### src/hw/aes_consts.svh
/*
 * AES-256 counter-mode engine constants
 * Widths, round count and field constants shared by package and RTL
 */

`ifndef AES_CONSTS_SVH
`define AES_CONSTS_SVH

// Data path widths
`define AES_BLOCK_BITS 128
`define AES_KEY_BITS 256
`define AES_WORD_BITS 32

// AES-256 runs fourteen rounds after the initial key addition
`define AES_ROUNDS 14

// Nonce and initial count each fill one half of the counter block
`define CTR_HALF_BITS 64

// x^8 + x^4 + x^3 + x + 1 folded back into the low byte
`define AES_REDUCE_POLY 8'h1b
`define AES_RCON_FIRST 8'h01

`endif

### src/hw/aes_pkg.sv
/*
 * AES package
 * Shared types plus the S-box and GF(2^8) doubling functions
 */

`default_nettype none

`include "aes_consts.svh"

package aes_pkg;

    typedef logic [7:0] byte_t;
    typedef logic [`AES_WORD_BITS-1:0] word_t;
    typedef logic [`AES_BLOCK_BITS-1:0] block_t;
    typedef logic [`AES_KEY_BITS-1:0] key_t;
    typedef logic [`CTR_HALF_BITS-1:0] half_t;
    typedef logic [3:0] round_t;

    typedef enum logic [1:0] {
        ctr_idle,
        ctr_load,
        ctr_round,
        ctr_done
    } ctr_state_t;

    // Forward S-box, entry 00 in the top byte
    localparam logic [2047:0] sbox_table = {
        128'h637c777b_f26b6fc5_3001672b_fed7ab76, 128'hca82c97d_fa5947f0_add4a2af_9ca472c0,
        128'hb7fd9326_363ff7cc_34a5e5f1_71d83115, 128'h04c723c3_1896059a_071280e2_eb27b275,
        128'h09832c1a_1b6e5aa0_523bd6b3_29e32f84, 128'h53d100ed_20fcb15b_6acbbe39_4a4c58cf,
        128'hd0efaafb_434d3385_45f9027f_503c9fa8, 128'h51a3408f_929d38f5_bcb6da21_10fff3d2,
        128'hcd0c13ec_5f974417_c4a77e3d_645d1973, 128'h60814fdc_222a9088_46eeb814_de5e0bdb,
        128'he0323a0a_4906245c_c2d3ac62_9195e479, 128'he7c8376d_8dd54ea9_6c56f4ea_657aae08,
        128'hba78252e_1ca6b4c6_e8dd741f_4bbd8b8a, 128'h703eb566_4803f60e_613557b9_86c11d9e,
        128'he1f89811_69d98e94_9b1e87e9_ce5528df, 128'h8ca1890d_bfe64268_41992d0f_b054bb16
    };

    function automatic byte_t sbox(input byte_t value);
        return sbox_table[(255 - int'(value)) * 8 +: 8];
    endfunction

    // Multiply by x, reducing when the top bit falls out
    function automatic byte_t xtime(input byte_t value);
        return {value[6:0], 1'b0} ^ (value[7] ? `AES_REDUCE_POLY : 8'h00);
    endfunction

endpackage

`default_nettype wire

### src/hw/ctr_counter.sv
/*
 * CTR counter block
 * Nonce and initial count load, 128-bit increment after each block
 */

`timescale 1ns/1ps
`default_nettype none

module ctr_counter (
    input  logic            clock,
    input  logic            reset,
    input  logic            counter_load,
    input  logic            counter_step,
    input  aes_pkg::half_t  nonce,
    input  aes_pkg::half_t  counter_init,
    output aes_pkg::block_t counter_block
);

    always_ff @(posedge clock or posedge reset) begin
        if (reset) begin
            counter_block <= '0;
        end else if (counter_load) begin
            counter_block <= {nonce, counter_init};
        end else if (counter_step) begin
            // Carry out of the low half runs on into the nonce half
            counter_block <= counter_block + aes_pkg::block_t'(1);
        end
    end

endmodule

`default_nettype wire

### config.mk
export PLATFORM = sky130hd
export DESIGN_NAME = ctr_counter
export DESIGN_NICKNAME = d
export VERILOG_FILES = /design/src/hw/aes_pkg.sv /design/src/hw/ctr_counter.sv
export VERILOG_INCLUDE_DIRS = /design/src /design/src/hw
export SDC_FILE = /design/constraint.sdc
export NUM_CORES = 1
export LEC_CHECK = 0
export BUFFER_PORTS_ARGS = -buffer_cell sky130_fd_sc_hd__buf_2
export CELL_PAD_IN_SITES_DETAIL_PLACEMENT = 2
export CELL_PAD_IN_SITES_GLOBAL_PLACEMENT = 2
export CORE_ASPECT_RATIO = 0.8
export CORE_MARGIN = 3
export CORE_UTILIZATION = 32
export CTS_BUF_LIST = sky130_fd_sc_hd__clkbuf_4 sky130_fd_sc_hd__clkbuf_8
export CTS_CLUSTER_SIZE = 40
export DETAILED_ROUTE_END_ITERATION = 8
export HOLD_SLACK_MARGIN = 0.02
export PLACE_DENSITY_LB_ADDON = 0.1
export SKIP_CTS_REPAIR_TIMING = 1
export SYNTH_ARGS = -nofsm -noshare
export SYNTH_HDL_FRONTEND = slang
export SYNTH_SLANG_ARGS = --single-unit
### constraint.sdc
create_clock -name clock -period 7.4 [get_ports clock]
set_input_delay 1.48 -clock clock [delete_from_list [all_inputs] [get_ports clock]]
set_output_delay 1.48 -clock clock [all_outputs]
set_load 0.02 [all_outputs]
==> results of run 1 <==
[metrics by stage]
step            util  setup WS, ns  hold WS, ns
2_1_floorplan      -          2.51        0.648
3_3_place_gp   0.398          2.84        0.566
3_5_place_dp   0.398          2.76        0.578
4_1_cts        0.417          3.27        0.600
5_1_grt        0.417          3.12        0.655
6_report       0.417          3.21        0.596
[worst max-delay path by stage]
stage                 startpoint                 end  slack (ns)  cells after the start
global route        counter_step  counter_block[109]        3.12                      7
floorplan                  reset    counter_block[0]        2.51                      1
CTS                 counter_step  counter_block[109]        3.27                      7
detailed placement  counter_step  counter_block[109]        2.76                      7
global placement    counter_step  counter_block[109]        2.84                      7
finish              counter_step  counter_block[109]        3.21                      7
[worst max-delay path: stages]
cell	delay, ns
buf_2	0.15
and4_1	0.32
and3_1	0.50
nand4_1	0.85
or2_1	0.58
or4_1	0.52
a31oi_1	0.17
[final cells by class]
type | count | area [µm²]
fillers | 2761 | 13900
multi-input cells | 754 | 4460
flip-flops and latches | 128 | 3200
repair buffers | 267 | 1360
well taps | 312 | 390
clock buffers | 20 | 269
clock inverters | 12 | 183
inverters | 14 | 55.1
[routing by layer]
| metal | share of wire | vias up |
|---|---|---|
| li1 | - | 3876 |
| met1 | 0.48 | 4259 |
| met2 | 0.45 | 234 |
| met3 | 0.056 | 24 |
| met4 | 0.0090 | 0 |
| met5 | 0 | - |
[where the power goes]
part	total [W]	internal, W	switching, W	leakage, nW
Clock	0.000726	0.000391	0.000335	0.219
Sequential	0.000879	0.000763	0.000116	1.54
Combinational	0.000379	0.000143	0.000236	2.21
[kinds of logic (layout without fill, tap and decap cells)]
group,Yosys count,count (layout),synth area share
AO/OA/AOI/OAI,116,116,0.0772
XOR/XNOR,116,116,0.129
adder cells (fa/ha/maj),1,1,0.00159
buffers and inverters,53,313,0.0268
flip-flops,128,128,0.407
multiplexers,23,23,0.0324
AND/OR/NAND/NOR,498,498,0.326
[placed cells by master, fill, tap and decap left out, drive strengths merged]
cell type and instances:
nand2 153, or4b 1, o211ai 1, nand3 66
xnor2 78, nor4 51, or4 7, inv 15
o311ai 1, dfrtp 128, mux2i 3, clkbuf 20
o21ai 101, nor2b 2, nand4 67, clkinvlp 3
nor2 51, nor3 60, bufinv 4, ha 1
o31ai 3, clkinv 4, xor2 38, a22oi 1
a21oi 2, and4 6, or3 5, or2 7
and2 4, a211o 1, a31oi 6, buf 267
and3 12, nor4bb 1, nor4b 5, mux2 20
==> impl_metrics.yaml, run 1 <==
drt:
  postRouteAntennaNets: 0
  dr.first_iter.drc_count: 537
  dr.pass1.iters: 5
  via_per_inst: 5.57
  wire_per_inst_um: 23.0
  vias: 8393
  routed_wl_um: 34700
  drc: 0
worst_setup_path:
  crit_type: "in2reg"
  required_ns: 7.79
  rrSetupSlack_ns: 3.82
  rr_endpoint: "counter_block[109]"
  r2r-start: "counter_block[23]"
  worstPathMaxFanout: 12
  reg2reg_depth: 6
  critPathLaunchType: "input port"
  crit_path_end_kind: "flip-flop"
  worstPathArrival_ns: 4.57
clock_network:
  clock-root-buffer: "clkbuf_8"
  cts_made_buffers: 17
  cts_tree: "yes"
  clkLatencyLatePin_ns: 0.48
  clk_pin_slew_ns: 0.08
  clk_path_buf_depth: 2
  htreeDepth: 4
  cts.sinks: 128
cells_and_area:
  final_cells: 1507
  largest-register: "counter_block"
  largestRegisters: "counter_block: 128 flops"
  syn_to_final_growth_pct: 26.0
  final_area_um2: 9920
  largest_reg_flops: 128
  nets: 1315
  layout-drive-gt1-share: 0.284
  n_antenna_cell: 0
global_route:
  grt_util_met3: 0.0493
  first_global_vias: 9010
  grt_max_degree: 87
  antenna_found_initial: 0
  grt_pass1_wl_um: 54400
  grt.total_usage: 0.261
  grt_use_met1: 0.380
  grt-ovfl-total: 0
  gr-usage-met2: 0.409
  busiest_layer: "met2"
synth:
  synth_top_area_share: 0.407
  synth_edf_count: 0
  synth_most_common_cell: "nand2_1"
  synth_area_leaders: "dfrtp_1 (41%), xnor2_1 (8.7%), nand2_1 (7.3%), o21ai_0 (6.3%), nand4_1 (4.9%)"
  ys_top_cells_by_count: "nand2_1 (153), dfrtp_1 (128), o21ai_0 (99)"
  synth_cell_types: 42
  synth-async-reset-ratio: 1.00
  synthesis.nets: 1068
  postSynthCellCount: 935
  yosys.area.top_type: "dfrtp_1"
  synthFlopType: "dfrtp_1"
  syn_area_um2: 7880
  ys_ff_latch: 128
  yosys_warnings: 0
  syn_avg_cell_area_um2: 8.42
  ys_seq_area_frac: 0.407
die:
  fp.dieW_um: 181
  die_y_um: 146
  initial_utilization: 0.331
  fp-row-count: 50
  core_area_um2: 23800
  boundaryPins: 260
  dieArea_um2: 26500
timing:
  fin_tns_setup_ns: 0
  setup_viol: 0
  fin_crit_sh: 0.566
  tightest_slew_ns: 0.981
  slew_viol_final: 0
  hold_viol_final: 0
  skew_ns: 0.0186
  fin_crit_ns: 4.19
  max_freq_mhz: 239
  rsz0062_at_grt: "false"
  maxSlewHeadroom: 0.341
place:
  post-dp-hpwl_um: 26100
  place_inst: 1475
  dpl_cell_area_um2: 9470
  place_congestion: 0.794
  portBuffers: 259
power_and_ir_drop:
  p_leak_nw: 3.97
  power_density_nw_per_um2: 200
  power.total_w: 0.00198
  peakVddDrop_v: 0.0000911
status:
  status: "finished, final reports clean"
hold_path:
  worst_hold_path_type: "reg2reg"
  whs_path_depth: 2
  hold_start: "counter_block[127]"
  hold_end: "counter_block[127]"
job:
  maxCapViolations: 0
No activity file was read; power rests on OpenSTA's default activity.
==> inputs of run 2 (changes only) <==
- CORE_UTILIZATION: 32 -> 30
- clock period: 7.4 -> 4.15 ns (I/O delays scaled with it)
==> run 2 against run 1 <==
  * Worst hold slack worse by 0.029 ns
  * Sequential power up 79%
  * Via count up 0.75%
  * Critical path depth down 1
  * First-iteration DRC count down 18%
  * Total power up 67%
  * Non-clock buffer count up 11
  * Sequential share of layout area down 0.26 points
  * Critical path type is now reg2reg
==> impl_metrics.yaml, run 2 (synthesis results as in run 1) <==
timing:
  fin_tns_setup_ns: 0
  hold_ws_ns: 0.567
  maxSlewHeadroom: 0.303
  rsz0062_at_grt: "false"
  hold_viol_final: 0
  slew_viol_final: 0
  skew_ns: 0.0182
  setup_ws_ns: 0.880
  fin_crit_sh: 0.788
  fin_crit_ns: 3.27
  tightest_slew_ns: 1.04
  setup_viol: 0
  max_freq_mhz: 306
power_and_ir_drop:
  p_sw_w: 0.00120
  pwr-share-clk: 0.324
  switching_share: 0.362
  p_seq_frac: 0.473
  power_density_nw_per_um2: 332
  p_leak_nw: 3.98
  comb_power_share: 0.204
  peakVddDrop_v: 0.000161
  p_int_w: 0.00212
clock_network:
  clock-root-buffer: "clkbuf_8"
  clk_pin_slew_ns: 0.08
  clk_path_buf_depth: 2
  cts.sinks: 128
  cts_made_buffers: 17
  clkLatencyLatePin_ns: 0.47
  cts_tree: "yes"
  htreeDepth: 4
worst_setup_path:
  crit_type: "reg2reg"
  required_ns: 4.50
  crit_path_end_kind: "flip-flop"
  critPathLaunchType: "flip-flop"
  worstPathArrival_ns: 3.62
  worstPathMaxFanout: 8
status:
  status: "finished, final reports clean"
cells_and_area:
  largest-register: "counter_block"
  nets: 1326
  layout_common_cells: "buf_2 (258), nand2_1 (153), dfrtp_1 (128), o21ai_0 (99), xnor2_1 (78)"
  final_common_cell: "buf_2"
  final_area_um2: 10000
  largest_reg_flops: 128
  syn_to_final_growth_pct: 27.0
  utilization: 0.391
  largestRegisters: "counter_block: 128 flops"
  layout-drive-gt1-share: 0.290
  fillers: 2987
drt:
  routed_wl_um: 34900
  drc: 0
  wire_per_inst_um: 22.4
  dr.first_iter.drc_count: 438
  postRouteAntennaNets: 0
  vias: 8456
  via_per_inst: 5.43
  dr.pass1.iters: 8
global_route:
  gr-usage-met2: 0.378
  busiest_layer: "met2"
  grt_util_met3: 0.0502
  grt_use_met1: 0.359
  first_global_vias: 8790
  grt_max_degree: 129
  grt.total_usage: 0.247
  antenna_found_initial: 0
  grt_pass1_wl_um: 54000
  grt-ovfl-total: 0
job:
  maxCapViolations: 0
place:
  post-dp-hpwl_um: 26500
  dpl_cell_area_um2: 9630
  portBuffers: 259
  place_congestion: 0.816
  place_ws_ns: 0.810
die:
  fp.dieW_um: 187
  fp-row-count: 52
  die_y_um: 151
  boundaryPins: 260
  initial_utilization: 0.308
  dieArea_um2: 28200
  core_area_um2: 25600
hold_path:
  worst_hold_path_type: "in2async"
## run 2: power by group through the flow
stage,Sequential [W],Clock [W],Combinational [W]
after floorplan,0.00167,0,0.000267
after global placement,0.00159,0,0.000667
after detailed placement,0.00159,0,0.000684
after CTS,0.00157,0.00111,0.000687
after global routing,0.00159,0.00115,0.000746
final,0.00157,0.00108,0.000677
## run 2: worst paths after layout
| kind | start | end | slack [ns] | cells past startpoint |
|---|---|---|---|---|
| min | reset | counter_block[28] | 0.57 | 3 |
| min in group clock | nonce[8] | counter_block[72] | 0.57 | 3 |
| max reg2reg | counter_block[43] | counter_block[110] | 0.88 | 6 |
| min reg2reg | counter_block[125] | counter_block[125] | 0.63 | 2 |
| max in group asynchronous | reset | counter_block[92] | 3.02 | 3 |
| max | counter_block[43] | counter_block[110] | 0.88 | 6 |
## run 2: cell type report
cell class / count / area (µm²) / share of cell area
multi-input cells: 754 / 4460 / 0.446
repair buffers: 278 / 1470 / 0.147
flip-flops and latches: 128 / 3200 / 0.320
clock buffers: 19 / 262 / 0.0261
inverters: 14 / 56.3 / 0.00563
diodes: 1 / 2.50 / 0.000250
clock inverters: 12 / 111 / 0.0111
well taps: 351 / 439 / 0.0439
## run 2: routing by layer
layer / vias to the layer above / part of all wire
met1: 4294 / 0.49
met4: 0 / 0.015
li1: 3891 / -
met2: 240 / 0.44
met5: - / 0
met3: 31 / 0.050
## run 2: critical path, cell delays in order, from the launching register on
cell     delay (ns)
dfrtp_1        0.56
nand4_1        0.22
nor4_1         0.88
nand4_1        0.61
nor4_1         0.48
xor2_1         0.12
mux2_2         0.27
## run 2: stage by stage
step                      instances  total power [W]
after floorplan                 935          0.00193
after global placement         1525          0.00225
after detailed placement       1525          0.00227
after CTS                      1556          0.00336
after global routing           1556          0.00349
final                          1557          0.00332
==> inputs of run 3 (changes only) <==
- clock period: 4.15 -> 3.4 ns (I/O delays scaled with it)
==> run 3 against run 2 <==
  * Clock power increased by 49%
  * Cell area increased by 2.4%
  * Clock skew about the same
  * Total power increased by 31%
  * Worst hold slack got worse by 0.20 ns
==> impl_metrics.yaml, run 3 (synthesis results as in run 1) <==
timing:
  setup_ws_ns: 0.382
  rsz0062_at_grt: "false"
  fin_crit_ns: 3.02
  slew_viol_final: 0
  setup_viol: 0
  tightest_slew_ns: 0.984
  hold_ws_ns: 0.370
  fin_tns_setup_ns: 0
  hold_viol_final: 0
  max_freq_mhz: 331
  fin_crit_sh: 0.888
  skew_ns: 0.0177
  maxSlewHeadroom: 0.344
cells_and_area:
  layout-drive-gt1-share: 0.302
  largest-register: "counter_block"
  utilization: 0.401
  final_common_cell: "buf_2"
  largestRegisters: "counter_block: 128 flops"
  syn_to_final_growth_pct: 30.1
  largest_reg_flops: 128
  layout_common_cells: "buf_2 (258), nand2_1 (153), dfrtp_1 (128), o21ai_0 (99), xnor2_1 (78)"
  nets: 1348
drt:
  dr.first_iter.drc_count: 576
  dr.pass1.iters: 5
  postRouteAntennaNets: 0
  vias: 8594
  routed_wl_um: 35700
  drc: 0
  via_per_inst: 5.44
  wire_per_inst_um: 22.6
worst_setup_path:
  crit_type: "reg2reg"
  critPathLaunchType: "flip-flop"
  crit_path_end_kind: "flip-flop"
  worstPathArrival_ns: 3.36
  worstPathMaxFanout: 18
  required_ns: 3.74
clock_network:
  cts.sinks: 128
  cts_tree: "yes"
  cts_made_buffers: 17
  clk_pin_slew_ns: 0.08
  clkLatencyLatePin_ns: 0.45
  htreeDepth: 4
  clock-root-buffer: "clkbuf_8"
  clk_path_buf_depth: 2
hold_path:
  worst_hold_path_type: "in2async"
global_route:
  first_global_vias: 9123
  antenna_found_initial: 1
  grt-ovfl-total: 0
  grt_pass1_wl_um: 55100
  grt_max_degree: 129
  grt.total_usage: 0.251
place:
  place_congestion: 0.795
  portBuffers: 259
  place_ws_ns: 0.391
  post-dp-hpwl_um: 27100
power_and_ir_drop:
  power_density_nw_per_um2: 426
  p_leak_nw: 4.13
  peakVddDrop_v: 0.000222
  power.total_w: 0.00436
status:
  status: "finished, final reports clean"
die:
  boundaryPins: 260
  fp-row-count: 52
  dieArea_um2: 28200
  initial_utilization: 0.308
  die_y_um: 151
  core_area_um2: 25600
  fp.dieW_um: 187
job:
  maxCapViolations: 0
==> run 3: cell count changes in the layout (fill, tap and decap cells not counted) <==
cell / delta
buf_12: -1
buf_4: +23
bufinv_16: +4
clkbuf_4: +1
clkbuf_8: -1
clkinv_2: -2
clkinv_4: +3
clkinvlp_4: -4
inv_6: -1
==> run 3: routing by layer <==
layer / routed length, µm / GRT usage
met4: 638 / 0.0567
met3: 1810 / 0.0488
met2: 15900 / 0.391
met1: 17400 / 0.360
met5: 0 / 0
==> run 3: final timing paths <==
check	from	end	slack, ns	depth (start not counted)
min	reset	counter_block[34]	0.37	3
max reg2reg	counter_block[44]	counter_block[108]	0.38	8
min reg2reg	counter_block[127]	counter_block[127]	0.60	2
max in group asynchronous	reset	counter_block[92]	2.28	3
min in group clock	counter_init[4]	counter_block[4]	0.43	3
max	counter_block[44]	counter_block[108]	0.38	8
==> run 3: critical path, cell delays in order (launching register included) <==
cell and delay [ns]:
dfrtp_1 0.53, nand4_1 0.40, nor4_1 0.61, buf_4 0.21
nand4_1 0.10, buf_4 0.27, nor4_1 0.37, xor2_1 0.13
mux2_2 0.28
==> run 3: layout make-up <==
| class | count | area, µm² |
|---|---|---|
| Fill cell | 2961 | 15300 |
| Multi-Input combinational cell | 754 | 4460 |
| Sequential cell | 128 | 3200 |
| Timing Repair Buffer | 300 | 1620 |
| Tap cell | 351 | 439 |
| Clock buffer | 19 | 255 |
| Clock inverter | 12 | 209 |
| Inverter | 14 | 56.3 |
| Antenna cell | 1 | 2.50 |
==> run 3: metrics by stage <==
| stage | cell area (µm²) | instances |
|---|---|---|
| after detailed placement | 9780 | 1547 |
| final | 10200 | 1579 |
| after CTS | 10200 | 1578 |
| after global placement | 9780 | 1547 |
| after global routing | 10200 | 1579 |
| after floorplan | 7880 | 935 |
==> run 3: power breakdown <==
part           internal (W)  switching (W)
registers           0.00166       0.000248
clock network      0.000904       0.000703
logic              0.000320       0.000526
