<file path="src/hw/aes_consts.svh">
/*
 * AES-256 counter-mode engine constants
 * Widths, round count and field constants shared by package and RTL
 */

`ifndef AES_CONSTS_SVH
`define AES_CONSTS_SVH

// Data path widths
`define AES_BLOCK_BITS 128
`define AES_KEY_BITS 256
`define AES_WORD_BITS 32

// AES-256 runs fourteen rounds after the initial key addition
`define AES_ROUNDS 14

// Nonce and initial count each fill one half of the counter block
`define CTR_HALF_BITS 64

// x^8 + x^4 + x^3 + x + 1 folded back into the low byte
`define AES_REDUCE_POLY 8'h1b
`define AES_RCON_FIRST 8'h01

`endif

</file>
<file path="src/hw/aes_pkg.sv">
/*
 * AES package
 * Shared types plus the S-box and GF(2^8) doubling functions
 */

`default_nettype none

`include "aes_consts.svh"

package aes_pkg;

    typedef logic [7:0] byte_t;
    typedef logic [`AES_WORD_BITS-1:0] word_t;
    typedef logic [`AES_BLOCK_BITS-1:0] block_t;
    typedef logic [`AES_KEY_BITS-1:0] key_t;
    typedef logic [`CTR_HALF_BITS-1:0] half_t;
    typedef logic [3:0] round_t;

    typedef enum logic [1:0] {
        ctr_idle,
        ctr_load,
        ctr_round,
        ctr_done
    } ctr_state_t;

    // Forward S-box, entry 00 in the top byte
    localparam logic [2047:0] sbox_table = {
        128'h637c777b_f26b6fc5_3001672b_fed7ab76, 128'hca82c97d_fa5947f0_add4a2af_9ca472c0,
        128'hb7fd9326_363ff7cc_34a5e5f1_71d83115, 128'h04c723c3_1896059a_071280e2_eb27b275,
        128'h09832c1a_1b6e5aa0_523bd6b3_29e32f84, 128'h53d100ed_20fcb15b_6acbbe39_4a4c58cf,
        128'hd0efaafb_434d3385_45f9027f_503c9fa8, 128'h51a3408f_929d38f5_bcb6da21_10fff3d2,
        128'hcd0c13ec_5f974417_c4a77e3d_645d1973, 128'h60814fdc_222a9088_46eeb814_de5e0bdb,
        128'he0323a0a_4906245c_c2d3ac62_9195e479, 128'he7c8376d_8dd54ea9_6c56f4ea_657aae08,
        128'hba78252e_1ca6b4c6_e8dd741f_4bbd8b8a, 128'h703eb566_4803f60e_613557b9_86c11d9e,
        128'he1f89811_69d98e94_9b1e87e9_ce5528df, 128'h8ca1890d_bfe64268_41992d0f_b054bb16
    };

    function automatic byte_t sbox(input byte_t value);
        return sbox_table[(255 - int'(value)) * 8 +: 8];
    endfunction

    // Multiply by x, reducing when the top bit falls out
    function automatic byte_t xtime(input byte_t value);
        return {value[6:0], 1'b0} ^ (value[7] ? `AES_REDUCE_POLY : 8'h00);
    endfunction

endpackage

`default_nettype wire

</file>
<file path="src/hw/aes_ctr_control.sv">
/*
 * AES-CTR sequencer
 * Walks idle, load, fourteen rounds and done, and strobes the data path
 */

`timescale 1ns/1ps
`default_nettype none

`include "aes_consts.svh"

module aes_ctr_control (
    input  logic clock,
    input  logic reset,
    input  logic start,
    input  logic init,
    input  logic key_valid,
    output logic ready,
    output logic valid,
    output logic busy,
    output logic counter_load,
    output logic counter_step,
    output logic key_load,
    output logic key_step,
    output logic block_load,
    output logic round_enable,
    output logic final_round
);

    localparam aes_pkg::round_t last_round = aes_pkg::round_t'(`AES_ROUNDS);

    aes_pkg::ctr_state_t state;
    aes_pkg::ctr_state_t next_state;
    aes_pkg::round_t     round_count;

    always_comb begin
        next_state = state;
        case (state)
            aes_pkg::ctr_idle: begin
                if (start && key_valid) begin
                    next_state = aes_pkg::ctr_load;
                end
            end
            aes_pkg::ctr_load: begin
                next_state = aes_pkg::ctr_round;
            end
            aes_pkg::ctr_round: begin
                if (round_count == last_round) begin
                    next_state = aes_pkg::ctr_done;
                end
            end
            aes_pkg::ctr_done: begin
                next_state = aes_pkg::ctr_idle;
            end
            default: begin
                next_state = aes_pkg::ctr_idle;
            end
        endcase
    end

    always_ff @(posedge clock or posedge reset) begin
        if (reset) begin
            state <= aes_pkg::ctr_idle;
        end else begin
            state <= next_state;
        end
    end

    // Round index runs 1..14 while in the round state
    always_ff @(posedge clock or posedge reset) begin
        if (reset) begin
            round_count <= '0;
        end else if (block_load) begin
            round_count <= aes_pkg::round_t'(1);
        end else if (round_enable) begin
            round_count <= round_count + aes_pkg::round_t'(1);
        end
    end

    assign ready = (state == aes_pkg::ctr_idle);
    assign valid = (state == aes_pkg::ctr_done);
    assign busy  = (state == aes_pkg::ctr_load) || (state == aes_pkg::ctr_round);

    // Init is honoured only while idle, even when start arrives with it
    assign counter_load = ready && init;
    assign counter_step = valid;
    assign key_load     = ready && start && key_valid;
    assign block_load   = (state == aes_pkg::ctr_load);
    assign round_enable = (state == aes_pkg::ctr_round);
    assign key_step     = round_enable;
    assign final_round  = round_enable && (round_count == last_round);

endmodule

`default_nettype wire

</file>
<file path="config.mk">
export PLATFORM = sky130hd
export DESIGN_NAME = aes_ctr_control
export DESIGN_NICKNAME = d
export VERILOG_FILES = /design/src/hw/aes_pkg.sv /design/src/hw/aes_ctr_control.sv
export VERILOG_INCLUDE_DIRS = /design/src /design/src/hw
export SDC_FILE = /design/constraint.sdc
export NUM_CORES = 1
export LEC_CHECK = 0
export ABC_AREA = 1
export BUFFER_PORTS_ARGS = -buffer_cell sky130_fd_sc_hd__buf_4
export CORE_AREA = 2 2 39 41
export CTS_CLUSTER_DIAMETER = 50
export DETAILED_ROUTE_END_ITERATION = 10
export DIE_AREA = 0 0 41 43
export GPL_TIMING_DRIVEN = 0
export PLACE_DENSITY_LB_ADDON = 0.08
export SLEW_MARGIN = 20
export SYNTH_ARGS = -nofsm -noshare
export SYNTH_HDL_FRONTEND = slang
export SYNTH_SLANG_ARGS = --single-unit
export TNS_END_PERCENT = 5
</file>
<file path="constraint.sdc">
create_clock -name clock -period 1.5 [get_ports clock]
set_clock_uncertainty 0.1 [all_clocks]
set_input_delay 0.3 -clock clock [delete_from_list [all_inputs] [get_ports clock]]
set_output_delay 0.3 -clock clock [all_outputs]
set_load 0.01 [all_outputs]
</file>
==> results of run 1 <==
critical path, delay by kind of cell (launching register included):
family	cells	cell delay (ps)
flops	1	430
buf+inv	3	320
fa+ha+maj	1	190
how the worst max path moves through the flow:
stage / from / to / slack, ps
detailed placement: state[1] / round_count[0] / -40
floorplan: state[0] / round_count[0] / 30
global route: round_count[0] / final_round / -150
CTS: state[0] / round_enable / -90
global placement: state[0] / round_count[0] / -30
finish: state[0] / round_enable / -80
report_power, final:
part           leakage, nW  total (mW)  switching [mW]  internal [mW]
registers           0.0726       0.329          0.0828          0.247
logic                0.287        1.15           0.527          0.620
clock network       0.0138       0.148          0.0574         0.0904
total                0.373        1.62           0.667          0.957
cell families (layout without fill, tap and decap cells):
family,after synthesis,count (layout),synth area share
simple gates,29,29,0.283
buf+inv,10,35,0.107
fa+ha+maj,7,7,0.208
flops,6,6,0.357
compound gates,3,3,0.0446
sequential cells by signal (all words and copies together) (netlist names):
signal / flops
round_count: 4
state: 2
metrics by stage:
| step | power [mW] | setup TNS [ps] | cells | hold WS, ps |
|---|---|---|---|---|
| after floorplan | 0.869 | 0 | 55 | -9.04 |
| after global placement | 1.15 | -32.9 | 85 | 138 |
| after detailed placement | 1.14 | -39.1 | 85 | 137 |
| after CTS | 1.57 | -455 | 94 | 367 |
| after global routing | 1.81 | -900 | 96 | 402 |
| final | 1.62 | -387 | 96 | 366 |
cells in the mapped netlist (2+ instances only):
cell type | instances | area share
dfrtp_1 | 6 | 0.36
ha_1 | 7 | 0.21
nor2_1 | 6 | 0.054
nand2_1 | 17 | 0.15
inv_1 | 7 | 0.063
nand3_1 | 4 | 0.048
buf_4 | 2 | 0.036
metal layers:
layer	wire length, um	GRT usage	share of wire	up-vias
met3	82	0.0366	0.089	2
met5	0	0	0	-
li1	-	-	-	216
met1	372	0.139	0.40	191
met4	12	0.100	0.013	0
met2	455	0.206	0.49	16
cell type report:
type / instances / area (um^2) / area share
Tap cell: 16 / 20.0 / 0.0285
Inverter: 8 / 32.5 / 0.0463
Multi-Input combinational cell: 39 / 273 / 0.389
Buffer: 2 / 18.8 / 0.0267
Clock buffer: 3 / 22.5 / 0.0321
Timing Repair Buffer: 22 / 183 / 0.260
Sequential cell: 6 / 153 / 0.217
what timing repair did:
item	CTS	global route
buffers inserted	5	2
endpoints found under the hold margin	6	0
pin swaps	2	2
gates resized for setup	16	3
setup endpoints to repair	10	11
hold buffers	1	0
==> impl_metrics.csv, run 1 <==
group,metric,value,unit
min_path,hold_path_end,"state[0]",
global_routing,antenna_found_initial,0,
clocking,htreeDepth,1,
die,rows,14,
critical_path,cp-start-kind,"flop",
layout,final_nets,94,
synthesis,async_reset_ff_frac,1.00,
layout,mostFrequentLayoutCell,"buf_4",
clocking,insertion_delay,240,ps
synthesis,seq_area_frac_synth,0.357,
synthesis,synthFlopType,"dfrtp_1",
sta,relSlewSlack,0.842,
critical_path,path_common_cell,"buf_4",
critical_path,crit_required,1100,ps
die,core_region_area,1380,um^2
critical_path,crit_type,"flop to output port",
critical_path,critical_path_arrival,1180,ps
layout,mostFrequentLayoutCells,"buf_4 (18), nand2_1 (17), nor2_1 (6)",
die,pin_count,15,
critical_path,worstRegToRegCells,6,
sta,tightest_slew,237,ps
detailed_routing,drc_errors,0,
critical_path,slowest_delay,430,ps
min_path,whs_path_depth,5,
sta,slew_viol_final,0,
detailed_routing,dr.pass1.iters,4,
clocking,cts_root_buf,"clkbuf_4",
synthesis,synth.distinct_cells,13,
run_status,status,"finished with violations",
critical_path,reg2reg_setup_slack,80,ps
synthesis,syn_area,420,um^2
detailed_routing,viasPerCell,4.43,
die,die-area,1760,um^2
flow_run,cap_violations,0,
synthesis,postSynthCellCount,55,
sta,finalHoldViolations,0,
power,power_density,2310,nW/um^2
critical_path,crit_chain,"inv_4 -> ha_2 -> buf_4 -> buf_4",
global_routing,overflow,0,
min_path,worstHoldPathType,"input pin to flop",
critical_path,cp-end-kind,"output port",
placement,place_ws,-39.1,ps
detailed_routing,initialDrtViolationCount,6,
run_status,violations,"negative setup slack",
critical_path,rr_endpoint,"state[0]",
synthesis,syn_nets,67,
synthesis,yosysWarnings,0,
detailed_routing,drt_wl_total,922,um
sta,finalWorstSetupSlack,-79.8,ps
critical_path,crit_path_max_fanout,4,
power,max-vdd-ir-drop,985,uV
sta,period_needed,1580,ps
placement,postPlaceCellArea,546,um^2
placement,numPortBuffers,14,
die,die_h,43,um
sta,period_share,1.05,
sta,fmax,0.633,GHz
global_routing,grt_pass1_wl,1.50,mm
detailed_routing,antenna_left,0,
die,start_util,0.304,
layout,n_fill_cell,134,
layout,finalInstanceArea,702,um^2
global_routing,grt_pass1_vias,368,
clocking,numCtsBuffers,3,
clocking,cts_tree,"built",
sta,setup_viol,7,
synthesis,avgSynthCellArea,7.64,um^2
layout,drive_gt1_frac,0.488,
placement,gp_congestion,0.705,
clocking,clk_path_buf_depth,2,
detailed_routing,avgRoutedWirePerCell,9.60,um
layout,syn2layout_area_growth,67.0,%
layout,diodes,0,
synthesis,ys_ff_latch,6,
critical_path,r2r_start,"state[0]",
die,die_width,41,um
placement,hpwl,641,um
clocking,cts_sinks,6,
critical_path,critical-path-slowest-cell,"dfrtp_2",
sta,rsz0062_at_grt,"yes",
synthesis,synth_edf_count,0,
min_path,min_from,"start",
clocking,clk_pin_slew,40,ps
detailed_routing,vias,425,
global_routing,grt_max_degree,8,
layout,post-route-util,0.507,
global_routing,grt_util_all_layers,0.132,
power,cellLeakagePower,0.373,nW
Power figures use the tool's default switching activity.
==> inputs of run 2 (changes only) <==
--- a/config.mk
+++ b/config.mk
@@ -13,7 +13,7 @@
 export DETAILED_ROUTE_END_ITERATION = 10
 export DIE_AREA = 0 0 41 43
 export GPL_TIMING_DRIVEN = 0
-export PLACE_DENSITY_LB_ADDON = 0.08
+export PLACE_DENSITY = 0.63
 export SLEW_MARGIN = 20
 export SYNTH_ARGS = -nofsm -noshare
 export SYNTH_HDL_FRONTEND = slang
==> impl_metrics.csv, run 2 (synthesis results as in run 1) <==
group,metric,value,unit
run_status,status,"finished with violations",
run_status,violations,"negative setup slack",
clocking,htreeDepth,1,
placement,dp_cells,85,
sta,finalHoldViolations,0,
critical_path,cp-end-kind,"output port",
power,p_switching,0.667,mW
layout,top_register,"round_count",
power,power.total,1.59,mW
layout,syn2layout_area_growth,64.3,%
sta,tightest_slew,219,ps
detailed_routing,vias,381,
layout,final_nets,91,
die,start_util,0.304,
min_path,worstHoldPathType,"input pin to flop",
clocking,cts_tree,"built",
global_routing,grt_pass1_vias,315,
layout,largest_reg_flops,4,
sta,finalWorstSetupSlack,-90.8,ps
die,pin_count,15,
sta,rsz0062_at_grt,"yes",
detailed_routing,initialDrtViolationCount,0,
sta,period_share,1.06,
layout,mostFrequentLayoutCell,"nand2_1",
power,switching_share,0.419,
detailed_routing,drt_wl_total,864,um
die,rows,14,
global_routing,overflow,0,
clocking,insertion_delay,240,ps
detailed_routing,avgRoutedWirePerCell,9.29,um
die,die_width,41,um
power,pwr-share-comb,0.697,
critical_path,crit_path_max_fanout,4,
placement,place_ws,-38.4,ps
global_routing,antenna_found_initial,0,
sta,worst_hold_slack,368,ps
sta,tns,-344,ps
layout,mostFrequentLayoutCells,"nand2_1 (17), buf_4 (14), buf_6 (6)",
global_routing,grt_pass1_wl,1.24,mm
power,intPower,0.923,mW
power,clock_power_share,0.090,
detailed_routing,viasPerCell,4.10,
power,max-vdd-ir-drop,877,uV
power,power_frac_seq,0.213,
layout,drive_gt1_frac,0.481,
die,die_h,43,um
critical_path,critical_path_arrival,1190,ps
layout,diodes,0,
sta,fmax,0.629,GHz
global_routing,grt_max_degree,8,
clocking,cts_root_buf,"clkbuf_4",
sta,setup_viol,7,
sta,period_needed,1590,ps
placement,hpwl,676,um
clocking,clk_path_buf_depth,2,
clocking,cts_sinks,6,
layout,final_cells,93,
power,cellLeakagePower,0.362,nW
critical_path,cp-start-kind,"flop",
detailed_routing,antenna_left,0,
sta,slew_viol_final,0,
critical_path,crit_required,1100,ps
die,core_region_area,1380,um^2
global_routing,grt_util_all_layers,0.113,
placement,gp_congestion,0.681,
layout,reg_top3,"round_count (4), state (2)",
power,power_density,2300,nW/um^2
critical_path,crit_type,"flop to output port",
flow_run,cap_violations,0,
clocking,numCtsBuffers,3,
detailed_routing,dr.pass1.iters,1,
die,die-area,1760,um^2
clocking,clk_pin_slew,40,ps
placement,numPortBuffers,14,
sta,relSlewSlack,0.854,
detailed_routing,drc_errors,0,
==> run 2: stage by stage <==
stage / utilization / cell area [um^2]
floorplan: - / 420
global placement: 0.394 / 546
detailed placement: 0.394 / 546
CTS: 0.472 / 653
global route: 0.499 / 691
finish: 0.499 / 691
==> run 2: power groups by stage <==
| stage | logic (mW) | registers, mW | clock network, mW |
|---|---|---|---|
| 6_report | 1.11 | 0.338 | 0.143 |
| 5_1_grt | 1.24 | 0.351 | 0.161 |
| 2_1_floorplan | 0.564 | 0.305 | 0 |
| 3_3_place_gp | 0.811 | 0.321 | 0 |
| 4_1_cts | 1.02 | 0.343 | 0.153 |
| 3_5_place_dp | 0.824 | 0.326 | 0 |
==> run 2: final timing paths <==
path,cells past startpoint,end,slack (ps),startpoint
max,4,valid,-90,state[0]
min,5,state[1],370,start
max reg2reg,6,round_count[0],90,state[1]
min reg2reg,1,round_count[0],390,round_count[0]
max in group asynchronous,3,state[0],680,reset
min in group asynchronous,3,round_count[0],420,reset
==> run 2: layer usage <==
layer  share of wire  global-route usage
met5               0                   0
met4          0.0093               0.120
met3           0.079              0.0157
met2            0.50               0.169
met1            0.41               0.122
==> run 2: cell type report <==
type	count	area (um^2)
buffer	2	18.8
clock buffer	3	22.5
fill	131	693
inverter	8	32.5
multi-input combinational	39	280
sequential	6	153
tap	16	20.0
timing repair buffer	19	164
==> run 2: repair_timing <==
action | 4_1_cts | 5_1_grt
endpoints found under the hold margin | 6 | 0
hold buffers | 1 | 0
pin swaps | 2 | 1
setup buffers | 2 | 2
setup endpoints to repair | 11 | 10
resized for setup | 16 | 6
==> run 2: critical path: stages, from the launching register on <==
cell and delay (ps):
dfrtp_2 430, buf_4 150, ha_4 160, buf_6 100, buf_6 100
==> inputs of run 3 (changes only) <==
--- a/config.mk
+++ b/config.mk
@@ -7,7 +7,7 @@
 export NUM_CORES = 1
 export LEC_CHECK = 0
 export ABC_AREA = 1
-export BUFFER_PORTS_ARGS = -buffer_cell sky130_fd_sc_hd__buf_4
+export BUFFER_PORTS_ARGS = -buffer_cell sky130_fd_sc_hd__buf_2
 export CORE_AREA = 2 2 39 41
 export CTS_CLUSTER_DIAMETER = 50
 export DETAILED_ROUTE_END_ITERATION = 10
==> constraint.sdc (replaced) <==
create_clock -name clock -period 1.63 [get_ports clock]
set_clock_uncertainty 0.1 [all_clocks]
set_input_delay 0.326 -clock clock [delete_from_list [all_inputs] [get_ports clock]]
set_output_delay 0.326 -clock clock [all_outputs]
set_load 0.01 [all_outputs]
==> impl_metrics.csv, run 3 (synthesis results as in run 1) <==
group,metric,value,unit
layout,largest_reg_flops,4,
die,core_region_area,1380,um^2
critical_path,crit_type,"flop to output port",
layout,final_nets,93,
detailed_routing,antenna_left,0,
placement,dp_cells,85,
critical_path,rr_endpoint,"state[0]",
sta,relSlewSlack,0.854,
sta,tightest_slew,219,ps
critical_path,critPathLaunch,"state[0]",
layout,reg_top3,"round_count (4), state (2)",
die,pin_count,15,
critical_path,cp-end-kind,"output port",
critical_path,critical_path_arrival,1180,ps
placement,numPortBuffers,14,
detailed_routing,viasPerCell,4.40,
detailed_routing,drc_errors,0,
clocking,insertion_delay,230,ps
clocking,clk_path_buf_depth,2,
layout,drive_gt1_frac,0.430,
run_status,status,"completed",
die,die-area,1760,um^2
sta,finalHoldViolations,0,
critical_path,reg2reg_setup_slack,200,ps
placement,gp_congestion,0.681,
critical_path,crit_required,1200,ps
placement,hpwl,664,um
detailed_routing,drt_wl_total,869,um
global_routing,grt_max_degree,8,
power,cellLeakagePower,0.366,nW
power,pwr-share-comb,0.704,
layout,mostFrequentLayoutCells,"nand2_1 (17), buf_2 (11), buf_4 (7)",
power,switching_share,0.421,
min_path,worstHoldPathType,"input pin to flop",
sta,finalWorstSetupSlack,23.6,ps
sta,period_needed,1610,ps
layout,top_register,"round_count",
sta,worst_hold_slack,396,ps
clocking,clk_pin_slew,40,ps
detailed_routing,initialDrtViolationCount,1,
critical_path,crit_path_max_fanout,3,
power,power_frac_seq,0.206,
global_routing,overflow,0,
die,die_width,41,um
clocking,cts_tree,"built",
sta,period_share,0.986,
sta,rsz0062_at_grt,"yes",
detailed_routing,dr.pass1.iters,4,
clocking,cts_root_buf,"clkbuf_4",
global_routing,grt_pass1_vias,382,
sta,tns,0,ps
detailed_routing,avgRoutedWirePerCell,9.15,um
critical_path,crit_path_end,"round_enable",
clocking,cts_sinks,6,
critical_path,cp-start-kind,"flop",
power,power_density,2150,nW/um^2
die,start_util,0.304,
global_routing,grt_pass1_wl,1.37,mm
sta,slew_viol_final,0,
power,max-vdd-ir-drop,644,uV
layout,diodes,0,
power,intPower,0.808,mW
layout,final_cells,95,
critical_path,r2r_start,"state[1]",
die,rows,14,
power,clock_power_share,0.090,
power,p_switching,0.588,mW
critical_path,worstRegToRegCells,6,
sta,fmax,0.623,GHz
flow_run,cap_violations,0,
global_routing,grt_util_all_layers,0.116,
detailed_routing,vias,418,
placement,place_ws,87.8,ps
power,power.total,1.40,mW
layout,mostFrequentLayoutCell,"nand2_1",
global_routing,antenna_found_initial,0,
layout,syn2layout_area_growth,54.8,%
die,die_h,43,um
clocking,htreeDepth,1,
clocking,numCtsBuffers,3,
sta,setup_viol,0,
==> run 3: changes by cell type in the layout (fill, tap and decap cells not counted) <==
| cell | change |
|---|---|
| ha_2 | +1 |
| nor2_1 | +2 |
| inv_1 | +1 |
| nor2_2 | -2 |
| dfrtp_2 | -2 |
| ha_4 | -1 |
| buf_4 | -7 |
| inv_4 | -1 |
| dfrtp_1 | +2 |
| buf_2 | +11 |
| buf_6 | -2 |
==> run 3: per-layer routing <==
metal	track usage	part of all wire	vias to the layer above
li1	-	-	213
met1	0.102	0.41	191
met2	0.206	0.52	12
met3	0.0157	0.060	2
met4	0.100	0.0092	0
met5	0	0	-
==> run 3: cell type report <==
class / instances / area, um^2
inverters: 8 / 30.0
multi-input cells: 39 / 265
well taps: 16 / 20.0
plain buffers: 2 / 15.0
fillers: 153 / 733
clock buffers: 3 / 22.5
repair buffers: 21 / 148
flip-flops and latches: 6 / 150
==> run 3: metrics by stage <==
stage	instance area, um^2	utilization
2_1_floorplan	420	-
3_3_place_gp	510	0.369
3_5_place_dp	510	0.369
4_1_cts	584	0.422
5_1_grt	651	0.470
6_report	651	0.470
==> run 3: worst min-delay path by stage <==
stage          slack (ps)             end  cells after the start  startpoint
3_3_place_gp          140        state[1]                      2       reset
2_1_floorplan          20  round_count[0]                      1       reset
6_report              400        state[1]                      5       start
5_1_grt               430        state[1]                      5       start
4_1_cts               390        state[1]                      5       start
3_5_place_dp          150        state[0]                      2       reset
==> run 3: power by group through the flow <==
stage | clock, mW | sequential, mW | combinational, mW
finish | 0.126 | 0.288 | 0.983
global placement | 0 | 0.294 | 0.680
CTS | 0.137 | 0.292 | 0.826
detailed placement | 0 | 0.298 | 0.695
floorplan | 0 | 0.281 | 0.519
global route | 0.146 | 0.294 | 1.12
==> run 3: repair_timing <==
| item | CTS | global route |
|---|---|---|
| hold buffers | 1 | 0 |
| pin swaps | 0 | 3 |
| gates resized for setup | 5 | 8 |
| buffers inserted | 3 | 3 |
| endpoints found under the setup margin | 5 | 6 |
| endpoints found under the hold margin | 6 | 0 |
| cloned | 0 | 0 |
==> run 3: critical path: stages (launching register included) <==
cell     delay (ps)
dfrtp_1         400
inv_2           130
ha_2            200
buf_4           100
buf_2           110
